--- config.mk ---
export PLATFORM = sky130hd
export DESIGN_NAME = hex_dump_top
export DESIGN_NICKNAME = d
export VERILOG_FILES = /design/src/source/hex_dump_pkg.sv /design/src/source/hex_dump_ctrl.sv /design/src/source/hex_dump_top.sv /design/src/source/hex_word_encoder.sv /design/src/source/sync_fifo.sv
export VERILOG_INCLUDE_DIRS = /design/src /design/src/include
export SDC_FILE = /design/constraint.sdc
export NUM_CORES = 1
export LEC_CHECK = 0
export ABC_AREA = 1
export ABC_CLOCK_PERIOD_IN_PS = 6100
export BUFFER_PORTS_ARGS = -buffer_cell sky130_fd_sc_hd__buf_2
export CAP_MARGIN = 20
export CORE_ASPECT_RATIO = 1.2
export CORE_UTILIZATION = 45
export CTS_BUF_LIST = sky130_fd_sc_hd__clkbuf_4 sky130_fd_sc_hd__clkbuf_8
export DETAILED_ROUTE_END_ITERATION = 16
export GPL_ROUTABILITY_DRIVEN = 0
export GPL_TIMING_DRIVEN = 0
export HOLD_SLACK_MARGIN = 0.12
export SETUP_SLACK_MARGIN = 0.4
export SLEW_MARGIN = 40
export SYNTH_ARGS = -nofsm -noshare
export SYNTH_HDL_FRONTEND = slang
export SYNTH_SLANG_ARGS = --single-unit
--- constraint.sdc ---
create_clock -name clock -period 6.1 [get_ports clock]
set_input_delay 0.305 -clock clock [delete_from_list [all_inputs] [get_ports clock]]
set_output_delay 0.305 -clock clock [all_outputs]
set_load 0.05 [all_outputs]
--- src/include/hex_dump_params.svh ---
`ifndef HEX_DUMP_PARAMS_SVH
`define HEX_DUMP_PARAMS_SVH

// Input buffer holds 16 beats
`define HEX_IN_ABITS 4

// Output buffer holds 64 characters
`define HEX_OUT_ABITS 6

// Width of the reported output buffer level
`define HEX_LEVEL_BITS (`HEX_OUT_ABITS + 1)

// Set to 1 for UTF-16 style output, a 0x00 byte before every character
`define HEX_WIDE_CHARS 0

`endif

--- src/source/hex_dump_pkg.sv ---
package hex_dump_pkg;

  // One byte from the input stream with its end-of-packet flag
  typedef struct packed {
    logic       last;
    logic [7:0] data;
  } stream_beat_t;

  // One byte for the console with its end-of-packet flag
  typedef struct packed {
    logic       last;
    logic [7:0] data;
  } out_char_t;

  // Character index in a group, 0 to 3 are digits, 4 is the separator
  typedef logic [2:0] char_sel_t;

  localparam char_sel_t CHAR_SEL_SEP = 3'd4;

  // Separators
  localparam logic [7:0] CHAR_SPACE   = 8'h20;
  localparam logic [7:0] CHAR_NEWLINE = 8'h0A;

  // Bases for the hex digits
  localparam logic [7:0] CHAR_DIGIT_0 = 8'h30;
  localparam logic [7:0] CHAR_HEX_A   = 8'h41;

  // High byte of a wide character
  localparam logic [7:0] CHAR_WIDE_PAD = 8'h00;

endpackage

--- src/source/hex_dump_ctrl.sv ---
`timescale 1ns/1ps

module hex_dump_ctrl import hex_dump_pkg::*; #(
  parameter bit WIDE_CHARS = 1'b0
) (
  input  logic       clock,
  input  logic       reset,

  input  logic       start_dump_i,
  output logic       is_dumping_o,

  // Beats from the input buffer
  input  logic       in_valid_i,
  input  logic       in_last_i,
  input  logic [7:0] in_data_i,
  output logic       in_ready_o,

  // Encoder control
  output logic       load_lo_o,
  output logic       load_hi_o,
  output logic [7:0] byte_data_o,
  output logic       sep_newline_o,
  output char_sel_t  char_sel_o,
  input  logic [7:0] char_byte_i,

  // Write side of the output buffer
  output logic       f_valid_o,
  output logic       f_last_o,
  output logic [7:0] f_data_o,
  input  logic       f_ready_i,
  input  logic       out_empty_i
);

  typedef enum logic [2:0] {
    ST_IDLE,
    ST_CAP_LO,
    ST_CAP_HI,
    ST_EMIT,
    ST_DRAIN
  } state_t;

  state_t    state;
  char_sel_t sel;
  logic      char_phase;
  logic      pkt_last;
  logic      char_turn;
  logic      f_xfer;
  logic      group_done;

  // In wide mode the pad byte goes out while char_phase is low
  assign char_turn  = !WIDE_CHARS || char_phase;
  assign f_xfer     = f_valid_o && f_ready_i;
  assign group_done = f_xfer && char_turn && (sel == CHAR_SEL_SEP);

  assign in_ready_o    = (state == ST_CAP_LO) || (state == ST_CAP_HI);
  assign load_lo_o     = (state == ST_CAP_LO) && in_valid_i;
  assign load_hi_o     = (state == ST_CAP_HI) && in_valid_i;
  assign byte_data_o   = in_data_i;
  assign sep_newline_o = load_hi_o && in_last_i;
  assign char_sel_o    = sel;

  assign f_data_o = char_turn ? char_byte_i : CHAR_WIDE_PAD;
  // Only the newline closing the packet carries last, never its pad byte
  assign f_last_o = pkt_last && char_turn && (sel == CHAR_SEL_SEP);

  always_ff @(posedge clock) begin
    if (reset) begin
      state        <= ST_IDLE;
      is_dumping_o <= 1'b0;
      f_valid_o    <= 1'b0;
      sel          <= '0;
      char_phase   <= 1'b0;
      pkt_last     <= 1'b0;
    end else begin
      case (state)
        ST_IDLE: begin
          // Beat stays in the buffer until the capture states take it
          if (in_valid_i && start_dump_i) begin
            is_dumping_o <= 1'b1;
            state        <= ST_CAP_LO;
          end
        end

        ST_CAP_LO: begin
          if (load_lo_o) begin
            state <= ST_CAP_HI;
          end
        end

        ST_CAP_HI: begin
          if (load_hi_o) begin
            pkt_last   <= in_last_i;
            sel        <= '0;
            char_phase <= 1'b0;
            state      <= ST_EMIT;
          end
        end

        ST_EMIT: begin
          if (group_done) begin
            f_valid_o <= 1'b0;
            state     <= pkt_last ? ST_DRAIN : ST_CAP_LO;
          end else begin
            f_valid_o <= 1'b1;
            if (f_xfer) begin
              if (char_turn) begin
                sel        <= sel + 3'd1;
                char_phase <= 1'b0;
              end else begin
                char_phase <= 1'b1;
              end
            end
          end
        end

        ST_DRAIN: begin
          // Busy until the console has taken every character
          if (out_empty_i) begin
            is_dumping_o <= 1'b0;
            state        <= ST_IDLE;
          end
        end

        default: state <= ST_IDLE;
      endcase
    end
  end

  a_fvalid_in_emit: assert property (
    @(posedge clock) disable iff (reset)
    f_valid_o |-> state == ST_EMIT
  );

  // An offered character holds until the output buffer takes it
  a_offer_held: assert property (
    @(posedge clock) disable iff (reset)
    f_valid_o && !f_ready_i |=> f_valid_o && $stable(f_data_o) && $stable(f_last_o)
  );

endmodule

--- src/source/hex_dump_top.sv ---
`timescale 1ns/1ps
`include "hex_dump_params.svh"

module hex_dump_top import hex_dump_pkg::*; (
  input  logic                       clock,
  input  logic                       reset,

  input  logic                       s_valid_i,
  output logic                       s_ready_o,
  input  logic                       s_last_i,
  input  logic [7:0]                 s_data_i,

  output logic                       m_valid_o,
  input  logic                       m_ready_i,
  output logic                       m_last_o,
  output logic [7:0]                 m_data_o,

  input  logic                       start_dump_i,
  output logic                       is_dumping_o,
  output logic [`HEX_LEVEL_BITS-1:0] fifo_level_o
);

  stream_beat_t s_beat;
  stream_beat_t in_beat;
  out_char_t    f_char;
  out_char_t    m_char;

  logic       in_valid;
  logic       in_ready;
  logic       load_lo;
  logic       load_hi;
  logic       sep_newline;
  logic       fvalid;
  logic       fready;
  logic       f_last;
  logic [7:0] byte_data;
  logic [7:0] char_byte;
  logic [7:0] f_data;
  char_sel_t  char_sel;

  assign s_beat.last = s_last_i;
  assign s_beat.data = s_data_i;

  assign f_char.last = f_last;
  assign f_char.data = f_data;

  assign m_last_o = m_char.last;
  assign m_data_o = m_char.data;

  sync_fifo #(
    .payload_t(stream_beat_t),
    .ABITS    (`HEX_IN_ABITS)
  ) u_in_fifo (
    .clock  (clock),
    .reset  (reset),
    .valid_i(s_valid_i),
    .ready_o(s_ready_o),
    .data_i (s_beat),
    .valid_o(in_valid),
    .ready_i(in_ready),
    .data_o (in_beat),
    .level_o()
  );

  hex_dump_ctrl #(
    .WIDE_CHARS(`HEX_WIDE_CHARS)
  ) u_ctrl (
    .clock        (clock),
    .reset        (reset),
    .start_dump_i (start_dump_i),
    .is_dumping_o (is_dumping_o),
    .in_valid_i   (in_valid),
    .in_last_i    (in_beat.last),
    .in_data_i    (in_beat.data),
    .in_ready_o   (in_ready),
    .load_lo_o    (load_lo),
    .load_hi_o    (load_hi),
    .byte_data_o  (byte_data),
    .sep_newline_o(sep_newline),
    .char_sel_o   (char_sel),
    .char_byte_i  (char_byte),
    .f_valid_o    (fvalid),
    .f_last_o     (f_last),
    .f_data_o     (f_data),
    .f_ready_i    (fready),
    .out_empty_i  (!m_valid_o)
  );

  hex_word_encoder u_encoder (
    .clock        (clock),
    .reset        (reset),
    .load_lo_i    (load_lo),
    .load_hi_i    (load_hi),
    .byte_data_i  (byte_data),
    .sep_newline_i(sep_newline),
    .char_sel_i   (char_sel),
    .char_byte_o  (char_byte)
  );

  sync_fifo #(
    .payload_t(out_char_t),
    .ABITS    (`HEX_OUT_ABITS)
  ) u_out_fifo (
    .clock  (clock),
    .reset  (reset),
    .valid_i(fvalid),
    .ready_o(fready),
    .data_i (f_char),
    .valid_o(m_valid_o),
    .ready_i(m_ready_i),
    .data_o (m_char),
    .level_o(fifo_level_o)
  );

endmodule

--- src/source/hex_word_encoder.sv ---
`timescale 1ns/1ps

module hex_word_encoder import hex_dump_pkg::*; (
  input  logic       clock,
  input  logic       reset,

  input  logic       load_lo_i,
  input  logic       load_hi_i,
  input  logic [7:0] byte_data_i,
  input  logic       sep_newline_i,
  input  char_sel_t  char_sel_i,

  output logic [7:0] char_byte_o
);

  // digit[3] is the high nibble of the high byte, digit[0] the low nibble of the low byte
  logic [7:0] digit [0:3];
  logic [7:0] sep_char;

  function automatic logic [7:0] nibble_to_hex(input logic [3:0] nib);
    logic [7:0] value;
    value = {4'h0, nib};
    if (nib < 4'd10) begin
      return CHAR_DIGIT_0 + value;
    end
    return CHAR_HEX_A + value - 8'd10;
  endfunction

  always_ff @(posedge clock) begin
    if (reset) begin
      digit[0] <= CHAR_DIGIT_0;
      digit[1] <= CHAR_DIGIT_0;
      digit[2] <= CHAR_DIGIT_0;
      digit[3] <= CHAR_DIGIT_0;
      sep_char <= CHAR_SPACE;
    end else begin
      // First byte of the pair is printed last
      if (load_lo_i) begin
        digit[1] <= nibble_to_hex(byte_data_i[7:4]);
        digit[0] <= nibble_to_hex(byte_data_i[3:0]);
      end
      if (load_hi_i) begin
        digit[3] <= nibble_to_hex(byte_data_i[7:4]);
        digit[2] <= nibble_to_hex(byte_data_i[3:0]);
        sep_char <= sep_newline_i ? CHAR_NEWLINE : CHAR_SPACE;
      end
    end
  end

  // Most significant digit first, then the separator
  always_comb begin
    case (char_sel_i)
      3'd0: char_byte_o = digit[3];
      3'd1: char_byte_o = digit[2];
      3'd2: char_byte_o = digit[1];
      3'd3: char_byte_o = digit[0];
      CHAR_SEL_SEP: char_byte_o = sep_char;
      default: char_byte_o = CHAR_SPACE;
    endcase
  end

endmodule

--- src/source/sync_fifo.sv ---
`timescale 1ns/1ps

module sync_fifo #(
  parameter type payload_t = logic [7:0],
  parameter int  ABITS     = 4
) (
  input  logic           clock,
  input  logic           reset,

  // Write side
  input  logic           valid_i,
  output logic           ready_o,
  input  payload_t       data_i,

  // Read side
  output logic           valid_o,
  input  logic           ready_i,
  output payload_t       data_o,

  output logic [ABITS:0] level_o
);

  localparam logic [ABITS:0] DEPTH = 1 << ABITS;

  payload_t         mem [0:DEPTH-1];
  logic [ABITS-1:0] wr_ptr;
  logic [ABITS-1:0] rd_ptr;
  logic [ABITS:0]   count;
  logic             wr_en;
  logic             rd_en;
  logic             full;
  logic             empty;

  assign full  = (count == DEPTH);
  assign empty = (count == '0);

  assign ready_o = !full;
  assign valid_o = !empty;
  assign level_o = count;

  assign wr_en = valid_i && ready_o;
  assign rd_en = valid_o && ready_i;

  // Head of the buffer is visible as soon as it is written
  assign data_o = mem[rd_ptr];

  always_ff @(posedge clock) begin
    if (wr_en) begin
      mem[wr_ptr] <= data_i;
    end
  end

  always_ff @(posedge clock) begin
    if (reset) begin
      wr_ptr <= '0;
      rd_ptr <= '0;
      count  <= '0;
    end else begin
      // Pointers wrap at the power-of-two depth
      if (wr_en) begin
        wr_ptr <= wr_ptr + 1'b1;
      end
      if (rd_en) begin
        rd_ptr <= rd_ptr + 1'b1;
      end

      case ({wr_en, rd_en})
        2'b10: count <= count + 1'b1;
        2'b01: count <= count - 1'b1;
        default: count <= count;
      endcase
    end
  end

  // A pending write against a full buffer with no read must not land
  a_no_write_when_full: assert property (
    @(posedge clock) disable iff (reset)
    full && valid_i && !ready_i |=> full && $stable(wr_ptr)
  );

  a_level_bounded: assert property (
    @(posedge clock) disable iff (reset)
    level_o <= DEPTH
  );

endmodule

# [After elaboration in Yosys (flattened, before gate mapping)]
# Memory sizes are Yosys's and may differ from the RTL's. A register that Yosys moved wholly into a read port is not among the register bits.
# Index checks and enable logic that the tools add are counted.
[classes] add_sub_neg=15 n_mul=0 div_mod_pow=0 order_cmp=2 n_eq_ne=21 shifts=0 muxes=63 bitwise_logic=4 n_reduce_logical=27
[op_table] operator="$mux 8" count=18
[op_table] operator="$pmux 8 s5" count=1
[op_table] operator="$mux 3" count=9
[op_table] operator="$mux 1" count=25
[op_table] operator="$mux 6" count=3
[op_table] operator="$add 7x4->8 const A" count=2
[op_table] operator="$sub 8x4->8 const B" count=2
[op_table] operator="$pmux 3 s5" count=1
[op_table] operator="$add 6x4->7 const A" count=2
[op_table] operator="$pmux 7 s2" count=1
[op_table] operator="$add 6x1->6 const B" count=2
[op_table] operator="$eq 3x2->1 const B" count=4
[op_table] operator="$logic_and 1x1->1" count=10
[op_table] operator="$ne 2x1->1 const B" count=5
[op_table] operator="$pmux 5 s2" count=1
[op_table] operator="$add 4x1->4 const B" count=2
[op_table] operator="$lt 4x4->1 const B" count=2
[op_table] operator="$mux 4" count=2
[op_table] operator="$reduce_bool 2->1" count=4
[op_table] operator="$add 7x1->7 const B" count=1
[op_table] operator="$eq 7x7->1 const B" count=1
[op_table] operator="$logic_not 7->1" count=1
[op_table] operator="$sub 7x1->7 const B" count=1
[op_table] operator="$eq 3x1->1 const B" count=2
[op_table] operator="other kinds (19)" count=30
[totals] register_bits=49 latch_bits=0 ram_bits=752 mem_bits_ro=0 in_bits=14 out_inout_bits=19 wordCells=147 n_memories=3
[memory_table] name="u_out_fifo.mem" words=64 width=9 rd=1 rd_clocked_by_memory_dff=1 wr=1 line_no="sync_fifo.sv:25" source="payload_t mem [0:DEPTH-1];"
[memory_table] name="u_in_fifo.mem" words=16 width=9 rd=1 rd_clocked_by_memory_dff=1 wr=1 line_no="sync_fifo.sv:25"
[memory_table] name="u_encoder.digit" words=4 width=8 rd=4 rd_clocked_by_memory_dff=0 wr=4 line_no="hex_word_encoder.sv:17" source="logic [7:0] digit [0:3];"

# [Depth between registers and ports, before layout]
# Gate-level depths: netlist (run 1).
[depth] word_depth=9 ltp_mapped=17 ltp_nobuf=16

# [Cells and area by module]
# Synthesis (run 1) repeated with hierarchy kept, for this count alone.
[hier_totals] hier_cells=2977 area_unflattened_um2=33891.3
[by_module_without_submodules] module="sync_fifo (u_out_fifo)" n_inst=1 cells_each=2189 area_each_um2=24877.6 seq_area_each_um2=17797.1
[by_module_without_submodules] module="sync_fifo (u_in_fifo)" n_inst=1 cells_each=517 area_each_um2=6762.7 seq_area_each_um2=4664.5
[by_module_without_submodules] module="hex_word_encoder" n_inst=1 cells_each=173 area_each_um2=1591.5 seq_area_each_um2=880.8
[by_module_without_submodules] module="hex_dump_ctrl" n_inst=1 cells_each=97 area_each_um2=655.6 seq_area_each_um2=180.2
[by_module_without_submodules] module="hex_dump_top" n_inst=1 cells_each=1 area_each_um2=3.8 seq_area_each_um2=0.0

# [Worst setup path before layout (run 1)]
# OpenSTA, ideal clock, no wires.
[synth_path] path_type="flip-flop to flip-flop" start="reg u_ctrl.sel[0], in the netlist u_ctrl.char_sel_o[0]" end="mem u_out_fifo.mem[0][5] (netlist name), data pin" setup_time_ns=1.009 t_arrival_ns=5.053 required_ns=5.091 slack_ns=0.038 path_stages_with_launch=5 path_buffers=1 period_less_slack_ns=6.062 cell_sequence="dfxtp_1 ha_1 ha_1 buf_1 o311ai_0"
[synth_between] elab_chain_cells=2 elab_cells_between_ends=6 cone_classes="4 x eq/ne; 1 x mux; 1 x reduce/logical"
[synth_rtl] item="from (decl)" line_no="hex_dump_ctrl.sv:43" source="char_sel_t sel;"
[synth_rtl] item="from (signal assigned)" line_no="hex_dump_ctrl.sv:107" source="sel <= sel + 3'd1;"
[synth_rtl] item="$eq 3x3->1, or another cell as far along" line_no="hex_word_encoder.sv:52" source="case (char_sel_i)"
[synth_rtl] item="$pmux 8 s5 *" line_no="hex_word_encoder.sv:52"
[synth_rtl] item="net char_byte[5]" line_no="hex_dump_top.sv:37" source="logic [7:0] char_byte;"
[synth_rtl] item="to (decl)" line_no="sync_fifo.sv:25"
# The timed path passes the listed nets; every way through them passes the cells marked *.

==> results of run 1 <==
[layout make-up]
| cell class | count | area, sq um | share of cell area [%] |
|---|---|---|---|
| clock inverters | 52 | 297 | 0.857 |
| flip-flops and latches | 737 | 21600 | 62.5 |
| plain buffers | 142 | 771 | 2.23 |
| multi-input cells | 1649 | 7770 | 22.5 |
| clock buffers | 147 | 1840 | 5.31 |
| repair buffers | 80 | 658 | 1.90 |
| diodes | 1 | 2.50 | 0.00724 |
| inverters | 136 | 518 | 1.50 |
| well taps | 901 | 1130 | 3.26 |
[worst max-delay path: cells and delay by family, from the launching register on]
kind | cells | cell delay, ps
buffers and inverters | 3 | 1070
and+or+nand+nor | 6 | 740
AOI/OAI and AO/OA | 2 | 620
DFF | 1 | 400
[per-layer routing]
metal | global-route usage [%] | part of all wire, %
met3 | 3.76 | 7.2
met2 | 43.6 | 49
met4 | 14.4 | 5.5
met1 | 31.4 | 38
met5 | 0 | 0
[placed cells by master, fill, tap and decap left out, types with 30 or more instances in the layout]
cell      Yosys  layout
o21ai_0     290     290
clkbuf_1     59      59
buf_4        10      31
buf_2        41      72
a21oi_1      45      45
clkinv_1      2      33
o22ai_1     130     130
nor2_2        2      52
clkbuf_8      0     117
o21ai_1      41      41
clkbuf_4      0      30
dfxtp_1      53      53
edfxtp_1    684     684
inv_1       123     123
nor2_1      451     400
nand3_1     140     140
nand2_1     462     460
[final timing paths]
| check | end | startpoint | slack, ps | depth (start not counted) |
|---|---|---|---|---|
| worst max-delay path | m_last_o | flip-flop | 2260 | 11 |
| worst min-delay path | u_in_fifo.level_o[2]$_SDFFE_PP0P_ | reset | 200 | 4 |
| worst max register to register | u_out_fifo.mem[9][6]$_DFFE_PP_ | u_out_fifo.level_o[0]$_SDFFE_PP0P_ | 2720 | 8 |
| worst min register to register | u_encoder.sep_char[5]$_SDFFE_PP1P_ | u_encoder.sep_char[5]$_SDFFE_PP1P_ | 470 | 1 |
[power groups by stage]
stage / Combinational [mW] / Clock (mW) / Sequential, mW
global placement: 4.78 / 0 / 6.66
global route: 5.63 / 4.22 / 6.38
detailed placement: 5.18 / 0 / 6.47
floorplan: 2.92 / 0 / 6.58
CTS: 5.20 / 4.02 / 6.36
finish: 5.26 / 3.96 / 6.36
[repair_timing]
action / CTS / global route
buffers inserted: 0 / 0
endpoints found under the setup margin: 0 / 0
endpoints found under the hold margin: 160 / 0
hold buffers: 12 / 0
[state kept, by name, summed over array words and instances (netlist names), 2 cells and up, named ones only]
signal / flops
u_out_fifo.mem: 512
u_out_fifo.rd_ptr: 6
u_encoder.digit: 28
u_in_fifo.level_o: 5
u_in_fifo.mem: 144
u_ctrl.char_sel_o: 3
u_in_fifo.rd_ptr: 4
u_ctrl.state: 3
u_out_fifo.wr_ptr: 6
u_out_fifo.level_o: 7
u_in_fifo.wr_ptr: 4
u_encoder.sep_char: 2
[through the flow]
step                power, mW  setup TNS [ps]
global route             16.2               0
finish                   15.6               0
floorplan                9.50               0
CTS                      15.6               0
global placement         11.4         -145830
detailed placement       11.6               0
[kinds of logic (layout without fill, tap and decap cells)]
group | Yosys count | after routing | share of synthesized area (%)
fa+ha+maj | 22 | 22 | 0.928
buf+inv | 278 | 557 | 4.23
simple gates | 1087 | 1087 | 14.2
compound gates | 529 | 529 | 9.44
flops | 737 | 737 | 70.9
other cells | 1 | 2 | 0.0123
xor+xnor | 10 | 10 | 0.287
==> out/metrics.json, run 1 <==
{
  "run_status": {
    "status": "completed"
  },
  "synthesis": {
    "post_synth_num_cell_types": 43,
    "synth_top_area_share_pct": 67.4,
    "synthesis.nets": 2700,
    "synth.most_common_cell": "edfxtp_1",
    "synth_common_cells": "684 x edfxtp_1, 462 x nand2_1, 451 x nor2_1",
    "synth-edff-count": 684,
    "ys_warnings": 0,
    "synthArstFlopShare_pct": 0,
    "ys.flop_type": "edfxtp_1",
    "syn-mean-instance-area_sq_um": 11.4,
    "yosysTopAreaCell": "edfxtp_1",
    "synthesized_netlist_cell_count": 2664,
    "synth.ff_latch_count": 737,
    "synth_seq_area_share_pct": 70.9,
    "syn_area_sq_um": 30500,
    "synth_top_cells_by_area": "edfxtp_1 67%, nand2_1 5.7%, nor2_1 5.6%"
  },
  "placement": {
    "placed_area_sq_um": 32300,
    "portBuffers": 30,
    "post-place-ws_ps": 2700,
    "dp_hpwl_um": 61800,
    "dp_cells": 3633
  },
  "power_and_ir_drop": {
    "sw_frac_of_total_pct": 37.5,
    "power.share.clock_pct": 25.4,
    "switching_power_mw": 5.85,
    "combinationalPowerShare_pct": 33.8,
    "vdd.ir_drop.worst_uv": 264,
    "power.share.sequential_pct": 40.8,
    "power_report.internal_total_mw": 9.74,
    "power_density_nw_per_um2": 451,
    "cellLeakagePower_nw": 12.3
  },
  "drt": {
    "first_pass_iteration_count_of_the_detailed_router": 6,
    "routedWlPerCell_um": 22.9,
    "via_per_inst": 5.55,
    "remaining_drc_errors": 0,
    "routed-via-count": 21300,
    "antenna_violation_net_count_after_detailed_routing": 0,
    "initialDrtViolationCount": 2124,
    "routed_wire_length_um": 88200
  },
  "timing": {
    "grt_setup_unrepaired": "false",
    "holdWs_ps": 195,
    "worstMarginPinSlew_ps": 873,
    "fin_ws_ps": 2260,
    "layout_worst_path_cycle_share_pct": 62.9,
    "finalMaxSlewViolations": 0,
    "post-route-min-period_ps": 3840,
    "timing.max_slew.rel_slack_pct": 41.6,
    "hold_viol": 0,
    "clock-skew-final_ps": 59.8,
    "report.final.setup_viol": 0,
    "max_clock_freq_ghz": 0.261
  },
  "global_route": {
    "vias_in_the_first_global_route": 20700,
    "antenna_found_initial": 1,
    "global_route.usage.total_pct": 25.7,
    "global_route.overflow_total": 0,
    "global_route_wire_length_before_repair_um": 129000,
    "grt_max_degree": 41
  },
  "clock_tree": {
    "clk_latency_ps": 760,
    "clock_tree.htree_level_count": 3,
    "post_cts_resized": 0,
    "clk_path_buf_depth": 3,
    "cts.reportedPaths.clkPinSlew_ps": 70,
    "cts_root_buffer": "clkbuf_8",
    "cts_tree": "done",
    "cts_buffers": 113,
    "clock-sinks": 737
  },
  "final_layout": {
    "instances_no_fill": 3845,
    "area_growth_pct": 13.5,
    "final_std_cell_area_no_fill_sq_um": 34600,
    "utilization_pct": 51.6,
    "fillers": 5902,
    "fin_nets": 2895,
    "drive_gt1_share_pct": 13.1
  },
  "flow_run": {
    "drv.max_cap_violation_count": 0
  },
  "floorplan": {
    "floorplan.die.width_um": 240,
    "boundaryPins": 33,
    "initial_core_util_pct": 45.5,
    "core_region_area_sq_um": 67000,
    "core.rowCount": 104,
    "dieArea_sq_um": 68800,
    "die_y_um": 287
  },
  "worst_setup_path": {
    "max_stage_delay_ps": 450,
    "worst-path-max-fanout": 10,
    "slowest_stage_cell_cp": "o22ai_1",
    "worstSetupPathType": "flip-flop to output port",
    "cp-start-kind": "flip-flop",
    "worst_path_cell_trace": "buf_2, clkbuf_1, o21ai_0, o22ai_1, nand2_1, nand2_1, nand2_1, nand3_1, nand3_1, nand2_1, buf_2",
    "arrival_time_at_the_worst_endpoint_ps": 3530,
    "crit_path_frequent_cell": "nand2_1",
    "worst_setup_path_end_kind": "output port",
    "timing.critical_path.required_ps": 5790
  },
  "min_path": {
    "worst_min_delay_path_class": "input pin to flip-flop"
  }
}
No activity file was read; power rests on OpenSTA's default activity.
==> run 2, diff against run 1 <==
- ABC_CLOCK_PERIOD_IN_PS: 6100 -> 3600
- clock period: 6.1 -> 3.6 ns (I/O delays scaled with it)
==> out/metrics.json, run 2 (same netlist as run 1, synthesis figures left out) <==
{
  "final_layout": {
    "reg_with_most_ffs": "u_out_fifo.mem",
    "area_growth_pct": 15.8,
    "largestRegisters": "u_out_fifo.mem (512), u_in_fifo.mem (144), u_encoder.digit (28)",
    "drive_gt1_share": {"value": 17.2, "unit": "%", "change": "+4.0 points"},
    "commonest_non_fill_non_tap_cell_in_the_layout": "edfxtp_1",
    "fin_nets": {"value": 2898, "change": "+0.10%"},
    "flip_flop_count_of_the_largest_register_all_copies_and_words_added": {"value": 512, "change": "unchanged"},
    "seq_area": {"value": 21600, "unit": "sq um", "change": "about the same"},
    "utilization": {"value": 52.7, "unit": "%", "change": "+1.1 points"},
    "fillers": {"value": 5796, "change": "-1.8%"},
    "multi_input_area": {"value": 8150, "unit": "sq um", "change": "+4.8%"},
    "most-common-layout-cells": "684 x edfxtp_1, 456 x nand2_1, 397 x nor2_1"
  },
  "drt": {
    "antenna_violation_net_count_after_detailed_routing": {"value": 0, "change": "unchanged"},
    "via_per_inst": {"value": 5.57, "change": "+0.42%"},
    "initialDrtViolationCount": {"value": 2096, "change": "-1.3%"},
    "remaining_drc_errors": {"value": 0, "change": "unchanged"},
    "first_pass_iteration_count_of_the_detailed_router": {"value": 6, "change": "unchanged"},
    "routedWlPerCell": {"value": 23.0, "unit": "um", "change": "+0.33%"},
    "routed_wire_length": {"value": 88600, "unit": "um", "change": "+0.49%"},
    "routed-via-count": {"value": 21500, "change": "+0.58%"}
  },
  "worst_setup_path": {
    "worst_setup_path_end_kind": "output port",
    "crit-reg2reg-launch": "u_out_fifo.level_o[4]$_SDFFE_PP0P_",
    "reg2reg_setup_slack": {"value": 650, "unit": "ps", "change": "-2070 ps"},
    "timing.reg2reg.worst_path_depth": {"value": 15, "change": "+7"},
    "timing.critical_path.required": {"value": 3420, "unit": "ps", "change": "-2370 ps"},
    "worst-path-max-fanout": {"value": 10, "change": "unchanged"},
    "cp-start-kind": "flip-flop",
    "arrival_time_at_the_worst_endpoint": {"value": 2960, "unit": "ps", "change": "-570 ps"},
    "crit_reg_reg_endpoint": "u_out_fifo.level_o[4]$_SDFFE_PP0P_",
    "critical_path.endpoint": "m_last_o",
    "worstSetupPathType": "flip-flop to output port"
  },
  "clock_tree": {
    "cts_tree": "done",
    "cts_root_buffer": "clkbuf_8",
    "clock_tree.htree_level_count": {"value": 3, "change": "unchanged"},
    "clock-sinks": {"value": 737, "change": "unchanged"},
    "clk_path_buf_depth": {"value": 3, "change": "unchanged"},
    "clk_latency": {"value": 740, "unit": "ps", "change": "-20 ps"},
    "cts.reportedPaths.clkPinSlew": {"value": 60, "unit": "ps", "change": "about the same"},
    "cts_buffers": {"value": 113, "change": "unchanged"}
  },
  "placement": {
    "dp_hpwl": {"value": 61800, "unit": "um", "change": "about the same"},
    "post-place-ws": {"value": 153, "unit": "ps", "change": "-2550 ps"},
    "portBuffers": {"value": 30, "change": "unchanged"}
  },
  "timing": {
    "report.final.setup_viol": {"value": 0, "change": "unchanged"},
    "layout_worst_path_cycle_share_pct": 87.2,
    "fin_ws": {"value": 461, "unit": "ps", "change": "-1800 ps"},
    "setup-tns-final": {"value": 0, "unit": "ps", "change": "unchanged"},
    "post-route-min-period_ps": 3140,
    "timing.max_slew.rel_slack": {"value": 42.5, "unit": "%", "change": "+0.94 points"},
    "clock-skew-final": {"value": 36.9, "unit": "ps", "change": "-22.9 ps"},
    "max_clock_freq_ghz": 0.319,
    "grt_setup_unrepaired": "false",
    "worstMarginPinSlew": {"value": 859, "unit": "ps", "change": "-14.0 ps"},
    "holdWs": {"value": 328, "unit": "ps", "change": "+133 ps"},
    "finalMaxSlewViolations": {"value": 0, "change": "unchanged"},
    "hold_viol": {"value": 0, "change": "unchanged"}
  },
  "floorplan": {
    "core.rowCount": {"value": 104, "change": "unchanged"},
    "initial_core_util": {"value": 45.5, "unit": "%", "change": "unchanged"},
    "dieArea": {"value": 68800, "unit": "sq um", "change": "unchanged"},
    "die_y": {"value": 287, "unit": "um", "change": "unchanged"},
    "floorplan.die.width": {"value": 240, "unit": "um", "change": "unchanged"},
    "core_region_area": {"value": 67000, "unit": "sq um", "change": "unchanged"},
    "boundaryPins": {"value": 33, "change": "unchanged"}
  },
  "global_route": {
    "vias_in_the_first_global_route": {"value": 21000, "change": "+1.1%"},
    "grt_max_degree": {"value": 41, "change": "unchanged"},
    "global_route_wire_length_before_repair": {"value": 129000, "unit": "um", "change": "+0.19%"},
    "global_route.overflow_total": {"value": 0, "change": "unchanged"},
    "antenna_found_initial": {"value": 1, "change": "unchanged"},
    "global_route.usage.total": {"value": 25.8, "unit": "%", "change": "+0.074 points"}
  },
  "min_path": {
    "min_path_cells": {"value": 4, "change": "unchanged"},
    "worst_min_delay_path_class": "input pin to flip-flop"
  },
  "power_and_ir_drop": {
    "vdd.ir_drop.worst": {"value": 451, "unit": "uV", "change": "+71%"},
    "design_power_total": {"value": 27.2, "unit": "mW", "change": "+75%"},
    "cellLeakagePower": {"value": 12.7, "unit": "nW", "change": "+3.1%"},
    "power_density": {"value": 771, "unit": "nW/um^2", "change": "+71%"}
  },
  "flow_run": {
    "drv.max_cap_violation_count": {"value": 0, "change": "unchanged"}
  },
  "run_status": {
    "status": "completed"
  }
}
## run 2: cell count changes in the layout (fill, tap and decap cells not counted), sizes merged
cell and change:
clkbuf +20, inv -2, bufinv +2, clkinvlp +3, dlygate4sd3 +1, clkinv -18
## run 2: where the power goes
part | leakage (nW) | switching, mW | internal (mW)
Clock | 1.20 | 3.25 | 3.80
Combinational | 4.80 | 6.66 | 2.72
Sequential | 6.68 | 0.144 | 10.6
Total | 12.7 | 10.1 | 17.2
## run 2: area by class of cell
cell class                      instances  share of cell area, %
Sequential cell                       737                   61.2
Multi-Input combinational cell       1649                   23.1
Clock buffer                          165                   5.60
Tap cell                              901                   3.19
Buffer                                142                   2.56
Timing Repair Buffer                   83                   2.04
Inverter                              136                   1.47
Clock inverter                         37                  0.819
Antenna cell                            1                0.00709
## run 2: metal layers
layer	GRT usage, %	part of all wire (%)	wire (um)	vias up
li1	-	-	-	9825
met1	31.4	38	33600	10500
met2	44.1	50	44000	963
met3	3.35	6.9	6130	221
met4	14.7	5.5	4850	0
met5	0	0	0	-
## run 2: worst min path at each step
| stage | start | endpoint | slack (ps) |
|---|---|---|---|
| 6_report | start_dump_i | u_ctrl.is_dumping_o$_SDFFE_PP0P_ | 330 |
| 5_1_grt | start_dump_i | u_ctrl.is_dumping_o$_SDFFE_PP0P_ | 330 |
| 4_1_cts | start_dump_i | u_ctrl.is_dumping_o$_SDFFE_PP0P_ | 280 |
| 3_5_place_dp | u_encoder.sep_char[3]$_SDFFE_PP0P_ | u_encoder.sep_char[3]$_SDFFE_PP0P_ | 460 |
| 3_3_place_gp | u_encoder.sep_char[5]$_SDFFE_PP1P_ | u_encoder.sep_char[5]$_SDFFE_PP1P_ | 450 |
| 2_1_floorplan | s_data_i[0] | u_in_fifo.mem[0][0]$_DFFE_PP_ | 280 |
## run 2: stage by stage
stage,instance area [sq um],instances
6_report,35300,3851
2_1_floorplan,30500,2664
5_1_grt,35300,3851
3_5_place_dp,32300,3635
3_3_place_gp,31800,3595
4_1_cts,35100,3850
## run 2: critical path: stages, from the launching register on
cell     delay (ps)
dfxtp_4         370
buf_12          160
inv_4            70
buf_6           180
buf_6           200
nor2_1           70
o22ai_2         300
nand2_1          80
nand2_1         130
nand2_1          70
nand3_1         110
nand3_1         130
nand2_1         170
buf_6           180
## run 2: what timing repair did
action,4_1_cts,5_1_grt
endpoints found under the setup margin,72,123
pin swaps,4,6
gates resized for setup,101,61
hold buffers,13,0
endpoints found under the hold margin,169,0
buffers inserted,0,0
